$ cat src/ula_pkg.sv
package ula_pkg;

    //~~~~~~~~~~~~~~~~~~~~~~~~~~~~~~~~~~~~~~~~~~~~~~~~~~~~~~~~~~~~~~~~~~~~~~~~~
    // Types
    //~~~~~~~~~~~~~~~~~~~~~~~~~~~~~~~~~~~~~~~~~~~~~~~~~~~~~~~~~~~~~~~~~~~~~~~~~
    typedef logic [9:0]  hcount_t;      // Clock within line, 0..799
    typedef logic [9:0]  vcount_t;      // Line within frame, 0..524
    typedef logic [12:0] vram_addr_t;   // Video RAM byte address
    typedef logic [7:0]  byte_t;
    typedef logic [3:0]  colour_idx_t;  // {bright, grb}
    typedef logic [11:0] rgb_t;         // {r, g, b} at 4 bits each

    //~~~~~~~~~~~~~~~~~~~~~~~~~~~~~~~~~~~~~~~~~~~~~~~~~~~~~~~~~~~~~~~~~~~~~~~~~
    // 640x480 raster and Spectrum window
    //~~~~~~~~~~~~~~~~~~~~~~~~~~~~~~~~~~~~~~~~~~~~~~~~~~~~~~~~~~~~~~~~~~~~~~~~~
    localparam hcount_t H_TOTAL      = 10'd800;
    localparam vcount_t V_TOTAL      = 10'd525;
    localparam hcount_t H_SYNC       = 10'd96;
    localparam vcount_t V_SYNC       = 10'd2;
    localparam hcount_t H_DISP_START = 10'd144;
    localparam hcount_t H_DISP_END   = 10'd784;
    localparam vcount_t V_DISP_START = 10'd35;
    localparam vcount_t V_DISP_END   = 10'd515;
    localparam hcount_t H_SCR_START  = 10'd208;   // 512 wide after doubling
    localparam hcount_t H_SCR_END    = 10'd720;
    localparam vcount_t V_SCR_START  = 10'd83;    // 384 lines after doubling
    localparam vcount_t V_SCR_END    = 10'd467;
    localparam vcount_t IRQ_LINE     = 10'd35;
    localparam hcount_t IRQ_WIDTH    = 10'd100;

    // Memory map
    localparam vram_addr_t  VRAM_BYTES  = 13'd6912;
    localparam vram_addr_t  ATTR_BASE   = 13'd6144;   // Attributes follow 6K of bitmap
    localparam logic [13:0] BORDER_ADDR = 14'h2000;

    // Bit 0 blue, bit 1 red, bit 2 green; bright lifts level D to F
    function automatic rgb_t palette_rgb(colour_idx_t idx);
        logic [3:0] lvl;
        lvl = idx[3] ? 4'hF : 4'hD;
        return {idx[1] ? lvl : 4'h0, idx[2] ? lvl : 4'h0, idx[0] ? lvl : 4'h0};
    endfunction

endpackage

$ cat src/raster_if.sv
`timescale 1ns/1ns

// Raster position and window flags, one driver and several readers
interface raster_if import ula_pkg::*; ();

    hcount_t hc;            // Horizontal counter
    vcount_t vc;            // Vertical counter
    logic    flash_phase;   // Toggles every 16 frames
    logic    disp_en;       // Inside 640x480
    logic    screen_en;     // Inside 512x384

    modport source (
        output hc, vc, flash_phase, disp_en, screen_en
    );

    modport sink (
        input hc, vc, flash_phase, disp_en, screen_en
    );

endinterface

$ cat src/screen_fetch.sv
`timescale 1ns/1ns

module screen_fetch import ula_pkg::*; (
    input  logic       clk_pix,
    input  logic       rst_n,
    raster_if.sink     raster,
    output vram_addr_t vram_vid_addr,
    input  byte_t      vid_data,        // One clock after the address
    output byte_t      cell_bits,       // Working bitmap byte
    output byte_t      cell_attr        // Working attribute byte
);

    hcount_t    col_ofs;                // Offset into screen, one cell ahead
    vcount_t    row_ofs;
    logic [4:0] col;                    // Character column 0..31
    logic [7:0] row;                    // Spectrum pixel line 0..191
    vram_addr_t bmp_addr;
    vram_addr_t attr_addr;
    byte_t      bits_pre;               // Prefetch registers
    byte_t      attr_pre;

    // 16 clocks per byte, lines doubled vertically
    assign col_ofs = raster.hc - H_SCR_START + 10'd16;
    assign row_ofs = raster.vc - V_SCR_START;
    assign col     = col_ofs[8:4];
    assign row     = row_ofs[8:1];

    // Bitmap swizzle: third, pixel line in char, char row, column
    assign bmp_addr  = {row[7:6], row[2:0], row[5:3], col};
    assign attr_addr = ATTR_BASE + vram_addr_t'({row[7:3], col});

    //~~~~~~~~~~~~~~~~~~~~~~~~~~~~~~~~~~~~~~~~~~~~~~~~~~~~~~~~~~~~~~~~~~~~~~~~~
    // Per-cell fetch sequence on hc[3:0]
    //~~~~~~~~~~~~~~~~~~~~~~~~~~~~~~~~~~~~~~~~~~~~~~~~~~~~~~~~~~~~~~~~~~~~~~~~~
    always_ff @(posedge clk_pix) begin
        case (raster.hc[3:0])
            4'd10: vram_vid_addr <= bmp_addr;       // Bitmap for next cell
            4'd12: begin
                bits_pre      <= vid_data;
                vram_vid_addr <= attr_addr;
            end
            4'd14: attr_pre <= vid_data;
            default: ;
        endcase
    end

    // Hand over to the working registers at the last clock of the cell
    always_ff @(posedge clk_pix) begin
        if (!rst_n) begin
            cell_bits <= '0;
            cell_attr <= '0;
        end else if (raster.hc[3:0] == 4'd15) begin
            cell_bits <= bits_pre;
            cell_attr <= attr_pre;
        end
    end

endmodule

$ cat src/flat_wrapper.sv
// flat-port wrapper written by rule: the top's interface ports become plain ports
module screen_fetch_flat import ula_pkg::*;
  (clk_pix, rst_n, vram_vid_addr, vid_data, cell_bits, cell_attr, raster_hc, raster_vc, raster_flash_phase, raster_disp_en, raster_screen_en);
  raster_if raster_i ();
  input  logic clk_pix;
  input  logic rst_n;
  output vram_addr_t vram_vid_addr;
  input  byte_t vid_data;
  output byte_t cell_bits;
  output byte_t cell_attr;
  input wire logic [$bits(raster_i.hc)-1:0] raster_hc;
  input wire logic [$bits(raster_i.vc)-1:0] raster_vc;
  input wire logic [$bits(raster_i.flash_phase)-1:0] raster_flash_phase;
  input wire logic [$bits(raster_i.disp_en)-1:0] raster_disp_en;
  input wire logic [$bits(raster_i.screen_en)-1:0] raster_screen_en;
  assign raster_i.hc = raster_hc;
  assign raster_i.vc = raster_vc;
  assign raster_i.flash_phase = raster_flash_phase;
  assign raster_i.disp_en = raster_disp_en;
  assign raster_i.screen_en = raster_screen_en;
  screen_fetch u_core (.clk_pix(clk_pix), .rst_n(rst_n), .raster(raster_i), .vram_vid_addr(vram_vid_addr), .vid_data(vid_data), .cell_bits(cell_bits), .cell_attr(cell_attr));
endmodule
$ cat config.mk
export PLATFORM = sky130hd
export DESIGN_NAME = screen_fetch_flat
export DESIGN_NICKNAME = d
export VERILOG_FILES = /design/src/ula_pkg.sv /design/src/raster_if.sv /design/src/screen_fetch.sv /design/src/flat_wrapper.sv
export SDC_FILE = /design/constraint.sdc
export NUM_CORES = 1
export LEC_CHECK = 0
export ABC_AREA = 1
export BUFFER_PORTS_ARGS = -buffer_cell sky130_fd_sc_hd__clkbuf_2
export CAP_MARGIN = 20
export CORE_MARGIN = 4
export CORE_UTILIZATION = 45
export CTS_BUF_LIST = sky130_fd_sc_hd__clkbuf_8
export CTS_CLUSTER_SIZE = 16
export DETAILED_ROUTE_END_ITERATION = 10
export PLACE_DENSITY = 0.79
export REMOVE_ABC_BUFFERS = 1
export SETUP_SLACK_MARGIN = 0.1
export SKIP_CTS_REPAIR_TIMING = 1
export SYNTH_ARGS = -nofsm -noshare
export SYNTH_HDL_FRONTEND = slang
export SYNTH_SLANG_ARGS = --single-unit
$ cat constraint.sdc
create_clock -name clk_pix -period 1.6 [get_ports clk_pix]
set_input_delay 0.16 -clock clk_pix [delete_from_list [all_inputs] [get_ports clk_pix]]
set_output_delay 0.16 -clock clk_pix [all_outputs]
set_load 0.005 [all_outputs]
==> reports/results.ini, run 1 <==
[placed_design]
dpl_cell_area_mm2=0.002022
placed_cells=253
port_buffers=56
place_ws_ps=331.8
gp_congestion=0.7110
place_hpwl_um=2398

[drt]
antenna_left=0
drt_iter0_drc=75
drc=0
totalWireLength_um=3084
routedWlPerCell_um=11.82
vias_per_cell=4.651
drt-pass1-iter-count=4
detailroute.via_count=1214

[finish]
area_growth_pct=25.30
drive_above_1_share_pct=33.02
fin_cells=261
nets=249
n_antenna_cell=0
post-route-cell-area_mm2=0.002107
final_util_pct=60.75
n_fill_cell=303

[power_and_ir_drop]
vdd_drop_max_v=0.0004972
p_comb_share_pct=8.6
internal-power_mw=1.675
p_seq_share_pct=60.4
switching_power_mw=0.4819
power_mw=2.157
swShare_pct=22.34
pwr-share-clk_pct=31.0
leakage_nw=0.9404
p_per_area_mw_per_mm2=1024

[clocking]
cts.clk_slew.worst_paths_ps=80
clk_path_buf_depth=2
cts_buffers=5
cts_tree=done
cts_sinks=45
cts_root_buf=clkbuf_8
clkLatencyLatePin_ps=290
htreeDepth=2

[sta]
worst_slew_margin_rel_pct=74.52
period_share_pct=59.90
worst_pin_slew_ps=381.3
rsz0062_at_grt=no
slew_viol_final=0
timing.final.ws_setup_ps=641.6
fmax_ghz=1.043
tns_ps=0
min_period_ps=958.4
finalClockSkew_ps=6.204
hold_ws_ps=38.97
finalHoldViolCount=0
setup_viol=0

[setup_path]
worstPathMaxFanout=1
crit_type=reg2out
worstSetupStartpointType=register
crit_slowest_cell=edfxtp_1
crit_buf_inv=1
cp.required_ps=1440
arrival_ps=800
cpLargestDelayFamily=flip-flops
slowest_delay_ps=390
path_cells=clkbuf_2
worst_setup_path_end_kind=output pin

[global_routing]
grt_pass1_wl_um=5126
grt_pass1_vias=1161
grt-ovfl-total=0
grt_antenna_before_repair=0
grt_max_degree=18
grtUsageTotal_pct=13.75

[floorplanning]
die_x_um=69.13
initial_core_util_pct=48.48
io_pins=62
rows=21
coreArea_mm2=0.003468
fp.dieH_um=69.13
dieArea_mm2=0.004779

[yosys]
yosysWarnings=0
synth_top_area_share_pct=51.79
seq_area_frac_synth_pct=70.83
yosysMostFrequentCell=nor2_1
postSynthAreaPerCell_um2=11.14
synth_ff_type=edfxtp_1
synth_commonest_cells=nor2_1, edfxtp_1, nand2_1
synth_area_leaders=edfxtp_1, dfxtp_1, nor2_1
async_reset_ff_share_pct=0
synth.distinct_cells=18
synth_top_cell_by_area=edfxtp_1
synth_seq_cells=45
syn_inst=151
synth-edff-count=29
syn_area_mm2=0.001682

[run]
cap_violations=0

[min_path]
hold_path.class=in2reg

[outcome]
status=finished clean

flip-flops by register name, indices dropped and copies added (netlist names):
| name | flops |
|---|---|
| u_core.vram_vid_addr | 13 |
| u_core.attr_pre | 8 |
| u_core.bits_pre | 8 |
| u_core.cell_attr | 8 |
| u_core.cell_bits | 8 |
logic make-up after synthesis:
family,after synthesis,synth area share (%)
xor+xnor,4,2.084
simple gates,67,16.22
fa+ha+maj,2,1.488
compound gates,20,5.952
flops,45,70.83
buf+inv,13,3.422
cells in the final DEF (no fill, tap or decap):
| cell | Yosys | routed |
|---|---|---|
| nand2_1 | 25 | 25 |
| ha_1 | 2 | 2 |
| nand3_1 | 5 | 5 |
| nand4_2 | 1 | 1 |
| inv_4 | 0 | 1 |
| o21ai_0 | 15 | 15 |
| inv_1 | 8 | 8 |
| nor2_1 | 35 | 35 |
| clkbuf_8 | 0 | 5 |
| inv_2 | 2 | 2 |
| clkbuf_2 | 1 | 56 |
| dfxtp_1 | 16 | 16 |
| xnor2_1 | 2 | 2 |
| xor2_1 | 2 | 2 |
| nor3_2 | 1 | 1 |
| clkinv_2 | 0 | 2 |
| a21oi_1 | 3 | 3 |
| edfxtp_1 | 29 | 29 |
| o21ai_1 | 2 | 2 |
| buf_4 | 0 | 3 |
layout make-up:
type	count	area, um^2	share of cell area [%]
flip-flops and latches	45	1191	56.53
multi-input cells	93	432.9	20.55
repair buffers	59	302.8	14.37
clock buffers	5	68.82	3.266
well taps	46	57.56	2.732
inverters	10	37.54	1.781
clock inverters	3	16.27	0.7720
metal layers:
layer	routed length (um)	GRT usage (%)	vias up
met5	0	0	-
met4	112	9.328	0
met3	184	2.907	10
met2	1607	24.36	40
met1	1181	14.42	534
li1	-	-	630
power by group through the flow:
stage / Sequential (mW) / Clock (mW) / Combinational [mW]
global route: 1.31 / 0.740 / 0.215
detailed placement: 1.33 / 0 / 0.189
finish: 1.30 / 0.668 / 0.185
floorplan: 1.33 / 0 / 0.0813
global placement: 1.33 / 0 / 0.183
CTS: 1.30 / 0.690 / 0.189
path summary, 6_finish.rpt:
check	from	end	slack, ps	cells past startpoint
setup / recovery	u_core.vram_vid_addr[1]$_DFFE_PP_	vram_vid_addr[1]	640	1
hold / removal	raster_hc[4]	u_core.vram_vid_addr[0]$_DFFE_PP_	40	1
setup reg to reg	u_core.attr_pre[2]$_DFFE_PN_	u_core.cell_attr[2]$_SDFFE_PN0N_	900	2
hold reg to reg	u_core.cell_attr[5]$_SDFFE_PN0N_	u_core.cell_attr[5]$_SDFFE_PN0N_	480	2
No activity file was read; power rests on OpenSTA's default activity.
==> inputs of run 2 (changes only) <==
- ABC_AREA: 1 -> 0
- PLACE_DENSITY: 0.79 -> 0.76
- clock period: 1.6 -> 0.95 ns (I/O delays scaled with it)
==> reports/results.ini, run 2 <==
[finish]
nets=256  ; +2.8%
largest_reg_flops=13  ; unchanged
n_antenna_cell=0  ; unchanged
final_util_pct=67.74  ; +7.0 points
drive_above_1_share_pct=51.80  ; +19 points
area_growth_pct=46.49
regMostFlops=u_core.vram_vid_addr
final_common_cell=clkbuf_2
layout_common_cells=clkbuf_2, nand2_1, edfxtp_1

[sta]
slew_viol_final=0  ; unchanged
min_period_ps=1270
finalClockSkew_ps=5.413  ; -0.7908 ps
worst_pin_slew_ps=254.9  ; -126.4 ps
period_share_pct=133.7
finalHoldViolCount=2  ; +2
worst_slew_margin_rel_pct=83.00  ; +8.5 points
fmax_ghz=0.7872
timing.final.ws_setup_ps=-320.3  ; -961.8 ps
hold_ws_ps=-0.3301  ; -39.30 ps
setup_viol=6  ; +6
rsz0062_at_grt=yes

[power_and_ir_drop]
p_per_area_mw_per_mm2=1524  ; +49%
leakage_nw=1.010  ; +7.4%
pwr-share-clk_pct=30.8  ; -0.2 points
p_comb_share_pct=11.2  ; +2.6 points
swShare_pct=22.55  ; +0.20 points
vdd_drop_max_v=0.0007973  ; +60%
power_mw=3.779  ; +75%
p_seq_share_pct=58.0  ; -2.4 points
internal-power_mw=2.927  ; +75%
switching_power_mw=0.8519  ; +77%

[placed_design]
gp_congestion=0.7879  ; +11%
port_buffers=56  ; unchanged
place_hpwl_um=2670  ; +11%

[global_routing]
grt-ovfl-total=0  ; unchanged
grt_pass1_vias=1233  ; +6.2%
grt_antenna_before_repair=0  ; unchanged
grt-busiest-layer=met2
met1_usage_pct=14.86  ; +0.44 points
met3_usage_pct=4.783  ; +1.9 points
grtUsageTotal_pct=14.07  ; +0.32 points
grt_max_degree=17  ; -1
grtUsageMet2_pct=25.95  ; +1.6 points
grt_pass1_wl_um=5395  ; +5.2%

[drt]
drt_iter0_drc=65  ; -13%
routedWlPerCell_um=13.38  ; +13%
antenna_left=0  ; unchanged
drt-pass1-iter-count=4  ; unchanged
detailroute.via_count=1285  ; +5.8%
drc=0  ; unchanged
vias_per_cell=4.759  ; +2.3%
totalWireLength_um=3613  ; +17%

[yosys]
synth_ff_type=edfxtp_1
synth_seq_cells=45  ; unchanged
seq_area_frac_synth_pct=70.36  ; -0.47 points
synth.distinct_cells=24  ; +6
async_reset_ff_share_pct=0  ; unchanged
yosysMostFrequentCell=nand2_1
syn_area_mm2=0.001693  ; +0.67%
postSynthAreaPerCell_um2=13.02  ; +17%
yosysWarnings=0  ; unchanged
synth-edff-count=29  ; unchanged
synth_top_area_share_pct=51.44  ; -0.34 points
synth_commonest_cells=nand2_1, edfxtp_1, dfxtp_1
synth_area_leaders=edfxtp_1, dfxtp_1, nand2_1
syn_inst=130  ; -14%
synth_top_cell_by_area=edfxtp_1

[setup_path]
crit_slowest_cell=or3_4
cpLargestDelayFamily=simple AND/OR/NAND/NOR gates
reg2reg_depth=3  ; +1
worstSetupStartpointType=primary input
reg2reg_to=u_core.cell_bits[7]$_SDFFE_PN0N_
crit_type=in2reg
arrival_ps=1320  ; +520 ps
r2r-start=u_core.cell_bits[7]$_SDFFE_PN0N_
cp.required_ps=1000  ; -440 ps
r2r_slack_ps=230  ; -670 ps
worstPathMaxFanout=2  ; +1
crit_buf_inv=1  ; unchanged
path_cells=buf_8 > ha_4 > or3_4 > a311o_1 > xor2_2 > nand2b_1
slowest_delay_ps=370  ; -20 ps
worst_setup_path_end_kind=register

[floorplanning]
initial_core_util_pct=46.24  ; -2.2 points
fp.dieH_um=69.34  ; +0.30%
coreArea_mm2=0.003661  ; +5.6%
dieArea_mm2=0.004807  ; +0.59%
die_x_um=69.34  ; +0.30%
rows=22  ; +4.8%
io_pins=62  ; unchanged

[min_path]
hold_path.startpoint=vid_data[5]
whs_path_depth=1  ; unchanged
min_to=u_core.attr_pre[5]$_DFFE_PN_
hold_path.class=in2reg

[clocking]
cts_buffers=5  ; unchanged
clk_path_buf_depth=2  ; unchanged
clkLatencyLatePin_ps=290  ; about the same
cts_tree=done
cts_root_buf=clkbuf_8
htreeDepth=2  ; unchanged
cts.clk_slew.worst_paths_ps=90  ; about the same
cts_sinks=45  ; unchanged

[run]
cap_violations=0  ; unchanged

[outcome]
status=finished with violations
violations=hold timing, setup timing

run 2: cell types whose count changed after synthesis, moves of 4 or more:
cell / before / now
o21ai_0: 15 / 0
inv_1: 8 / 1
nand3_1: 5 / 0
nand2_1: 25 / 36
nor2_1: 35 / 3
a21boi_1: 0 / 4
a21boi_0: 0 / 12
run 2: worst max-delay path by stage:
stage,slack (ps),from,to,cells past startpoint
6_report,-320,raster_vc[1],u_core.vram_vid_addr[12]$_SDFFCE_PP1P_,6
5_1_grt,-360,raster_vc[1],u_core.vram_vid_addr[12]$_SDFFCE_PP1P_,6
4_1_cts,-420,raster_vc[0],u_core.vram_vid_addr[12]$_SDFFCE_PP1P_,6
3_5_place_dp,-760,raster_vc[0],u_core.vram_vid_addr[12]$_SDFFCE_PP1P_,6
3_3_place_gp,-660,raster_vc[0],u_core.vram_vid_addr[9]$_DFFE_PP_,6
2_1_floorplan,-690,raster_hc[2],u_core.vram_vid_addr[0]$_DFFE_PP_,2
run 2: cells by family after synthesis:
family / count (synthesis) / synth area share (%)
xor gates and xnor gates: 8 / 4.139
buffers and inverters: 4 / 0.9605
DFF: 45 / 70.36
adders and majority gates: 2 / 1.478
and+or+nand+nor: 47 / 12.34
AOI/OAI and AO/OA: 24 / 10.72
run 2: per-layer routing:
layer | wire length (um) | part of all wire, %
met3 | 219 | 6.1
met4 | 19 | 0.53
met1 | 1402 | 39
met5 | 0 | 0
met2 | 1972 | 55
run 2: power by group through the flow:
stage	logic, mW	registers [mW]	clock network, mW
after floorplan	0.126	2.24	0
after global placement	0.335	2.23	0
after detailed placement	0.355	2.23	0
after CTS	0.354	2.19	1.21
after global routing	0.463	2.20	1.28
final	0.423	2.19	1.16
run 2: layout make-up:
| cell class | instances | area [um^2] |
|---|---|---|
| Multi-Input combinational cell | 81 | 531.8 |
| Clock inverter | 3 | 20.02 |
| Tap cell | 48 | 60.06 |
| Sequential cell | 45 | 1211 |
| Clock buffer | 5 | 68.82 |
| Inverter | 1 | 3.754 |
| Timing Repair Buffer | 87 | 584.3 |
| Fill cell | 288 | 1181 |
run 2: metrics by stage:
step           instance area (um^2)  setup TNS, ps  worst slack (ps)  std cells
2_1_floorplan                  1680         -15500            -687.8        127
3_3_place_gp                   2186          -4666            -657.6        249
3_5_place_dp                   2186          -6235            -758.4        249
4_1_cts                        2275          -1222            -418.2        257
5_1_grt                        2480          -1373            -359.5        270
6_report                       2480          -1243            -320.3        270
==> inputs of run 3 (changes only) <==
- CELL_PAD_IN_SITES_DETAIL_PLACEMENT: not set -> 0
- CELL_PAD_IN_SITES_GLOBAL_PLACEMENT: not set -> 2
- CORE_UTILIZATION: 45 -> 32
- PLACE_DENSITY: 0.76 -> 0.83
==> reports/results.ini, run 3 (synthesis gave the netlist of run 2 again) <==
[drt]
antenna_left=0  ; unchanged
routedWlPerCell_um=12.29  ; -8.1%
drc=0  ; unchanged
vias_per_cell=4.354  ; -8.5%
drt_iter0_drc=39  ; -40%
drt-pass1-iter-count=4  ; unchanged
detailroute.via_count=1267  ; -1.4%
totalWireLength_um=3577  ; -1.0%

[finish]
regArea_mm2=0.001211  ; unchanged
final_util_pct=49.58  ; -18 points
layout_common_cells=clkbuf_2, nand2_1, edfxtp_1
regMostFlops=u_core.vram_vid_addr
fin_cells=291  ; +7.8%
n_fill_cell=499  ; +73%
post-route-cell-area_mm2=0.002532  ; +2.1%
multi_input_area_um2=531.8  ; unchanged
final_common_cell=clkbuf_2
n_antenna_cell=0  ; unchanged
nets=255  ; -0.39%
drive_above_1_share_pct=50.68  ; -1.1 points
area_growth_pct=49.59
largest_reg_flops=13  ; unchanged

[sta]
slew_viol_final=0  ; unchanged
rsz0062_at_grt=yes
period_share_pct=131.1  ; -2.7 points
worst_pin_slew_ps=264.4  ; +9.447 ps
worst_slew_margin_rel_pct=82.37  ; -0.63 points
hold_ws_ps=36.76  ; +37.09 ps
min_period_ps=1245  ; -25.27 ps
fmax_ghz=0.8032  ; +2.0%
finalHoldViolCount=0  ; -2
finalClockSkew_ps=0.7734  ; -4.640 ps
setup_viol=5  ; -1
timing.final.ws_setup_ps=-295.0  ; +25.27 ps

[placed_design]
dpl_cell_area_mm2=0.002178  ; -0.34%
placed_cells=268  ; +7.6%
place_hpwl_um=2656  ; -0.52%
gp_congestion=0.7560  ; -4.0%
port_buffers=56  ; unchanged

[clocking]
clkLatencyLatePin_ps=290  ; about the same
cts_buffers=5  ; unchanged
cts_sinks=45  ; unchanged
cts_root_buf=clkbuf_8
clk_path_buf_depth=2  ; unchanged
cts_tree=done
cts.clk_slew.worst_paths_ps=80  ; about the same
htreeDepth=2  ; unchanged

[power_and_ir_drop]
leakage_nw=1.019  ; +0.84%
vdd_drop_max_v=0.0005911  ; -26%
p_comb_share_pct=10.2  ; -1.0 points
p_seq_share_pct=54.0  ; -4.0 points
swShare_pct=19.90  ; -2.7 points
power_mw=4.048  ; +7.1%
internal-power_mw=3.242  ; +11%
switching_power_mw=0.8053  ; -5.5%
p_per_area_mw_per_mm2=1598  ; +4.9%
pwr-share-clk_pct=35.8  ; +5.0 points

[min_path]
hold_path.class=in2reg
hold_path.startpoint=raster_hc[6]

[setup_path]
crit_type=in2reg
r2r-start=u_core.cell_attr[5]$_SDFFE_PN0N_
worstSetupStartpointType=primary input
arrival_ps=1290  ; -30 ps
worstPathMaxFanout=2  ; unchanged
cp.required_ps=1000  ; about the same
crit_start=raster_vc[1]
worst_setup_path_end_kind=register
r2r_slack_ps=240  ; about the same

[floorplanning]
io_pins=62  ; unchanged
dieArea_mm2=0.006518  ; +36%
coreArea_mm2=0.005107  ; +40%
initial_core_util_pct=33.15  ; -13 points
die_x_um=80.74  ; +16%
rows=26  ; +18%
fp.dieH_um=80.74  ; +16%

[global_routing]
grtUsageTotal_pct=11.41  ; -2.7 points
grt-ovfl-total=0  ; unchanged
grt_pass1_vias=1183  ; -4.1%
grt_pass1_wl_um=5533  ; +2.6%
grt_antenna_before_repair=0  ; unchanged
grt_max_degree=17  ; unchanged

[run]
cap_violations=0  ; unchanged

[outcome]
violations=setup timing
status=finished with violations

==> run 3: per-layer routing <==
metal	vias up	part of all wire, %	GRT usage [%]
met1	587	41	12.40
met5	-	0	0
li1	633	-	-
met3	4	9.3	5.543
met4	0	0.87	3.547
met2	43	49	19.62
==> run 3: power by group through the flow <==
stage | Sequential (mW) | Combinational (mW) | Clock [mW]
finish | 2.19 | 0.412 | 1.45
detailed placement | 2.23 | 0.345 | 0
global route | 2.19 | 0.460 | 1.59
global placement | 2.23 | 0.334 | 0
CTS | 2.19 | 0.347 | 1.49
floorplan | 2.24 | 0.126 | 0
==> run 3: critical path, cell delays in order <==
cell and delay, ps:
buf_8 100, ha_4 150, or3_4 360, a311o_1 310, xor2_2 200, a21oi_2 70
==> run 3: final timing paths <==
path	endpoint	depth (start not counted)
worst max-delay path	u_core.vram_vid_addr[9]$_DFFE_PP_	6
worst min-delay path	u_core.vram_vid_addr[2]$_DFFE_PP_	2
worst max register to register	u_core.cell_attr[5]$_SDFFE_PN0N_	3
worst min register to register	u_core.cell_attr[4]$_SDFFE_PN0N_	2
==> run 3: final cells by class <==
class                           count  area share [%]
Sequential cell                    45           47.83
Timing Repair Buffer               86           22.97
Multi-Input combinational cell     81           21.00
Tap cell                           70           3.458
Clock buffer                        6           3.261
Clock inverter                      2           1.334
Inverter                            1          0.1482
==> run 3: stage by stage <==
step / setup WS, ps / setup TNS (ps)
floorplan: -687.8 / -15500
global placement: -674.7 / -4907
detailed placement: -754.2 / -5475
CTS: -431.5 / -1213
global route: -328.7 / -976.8
finish: -295.0 / -817.8
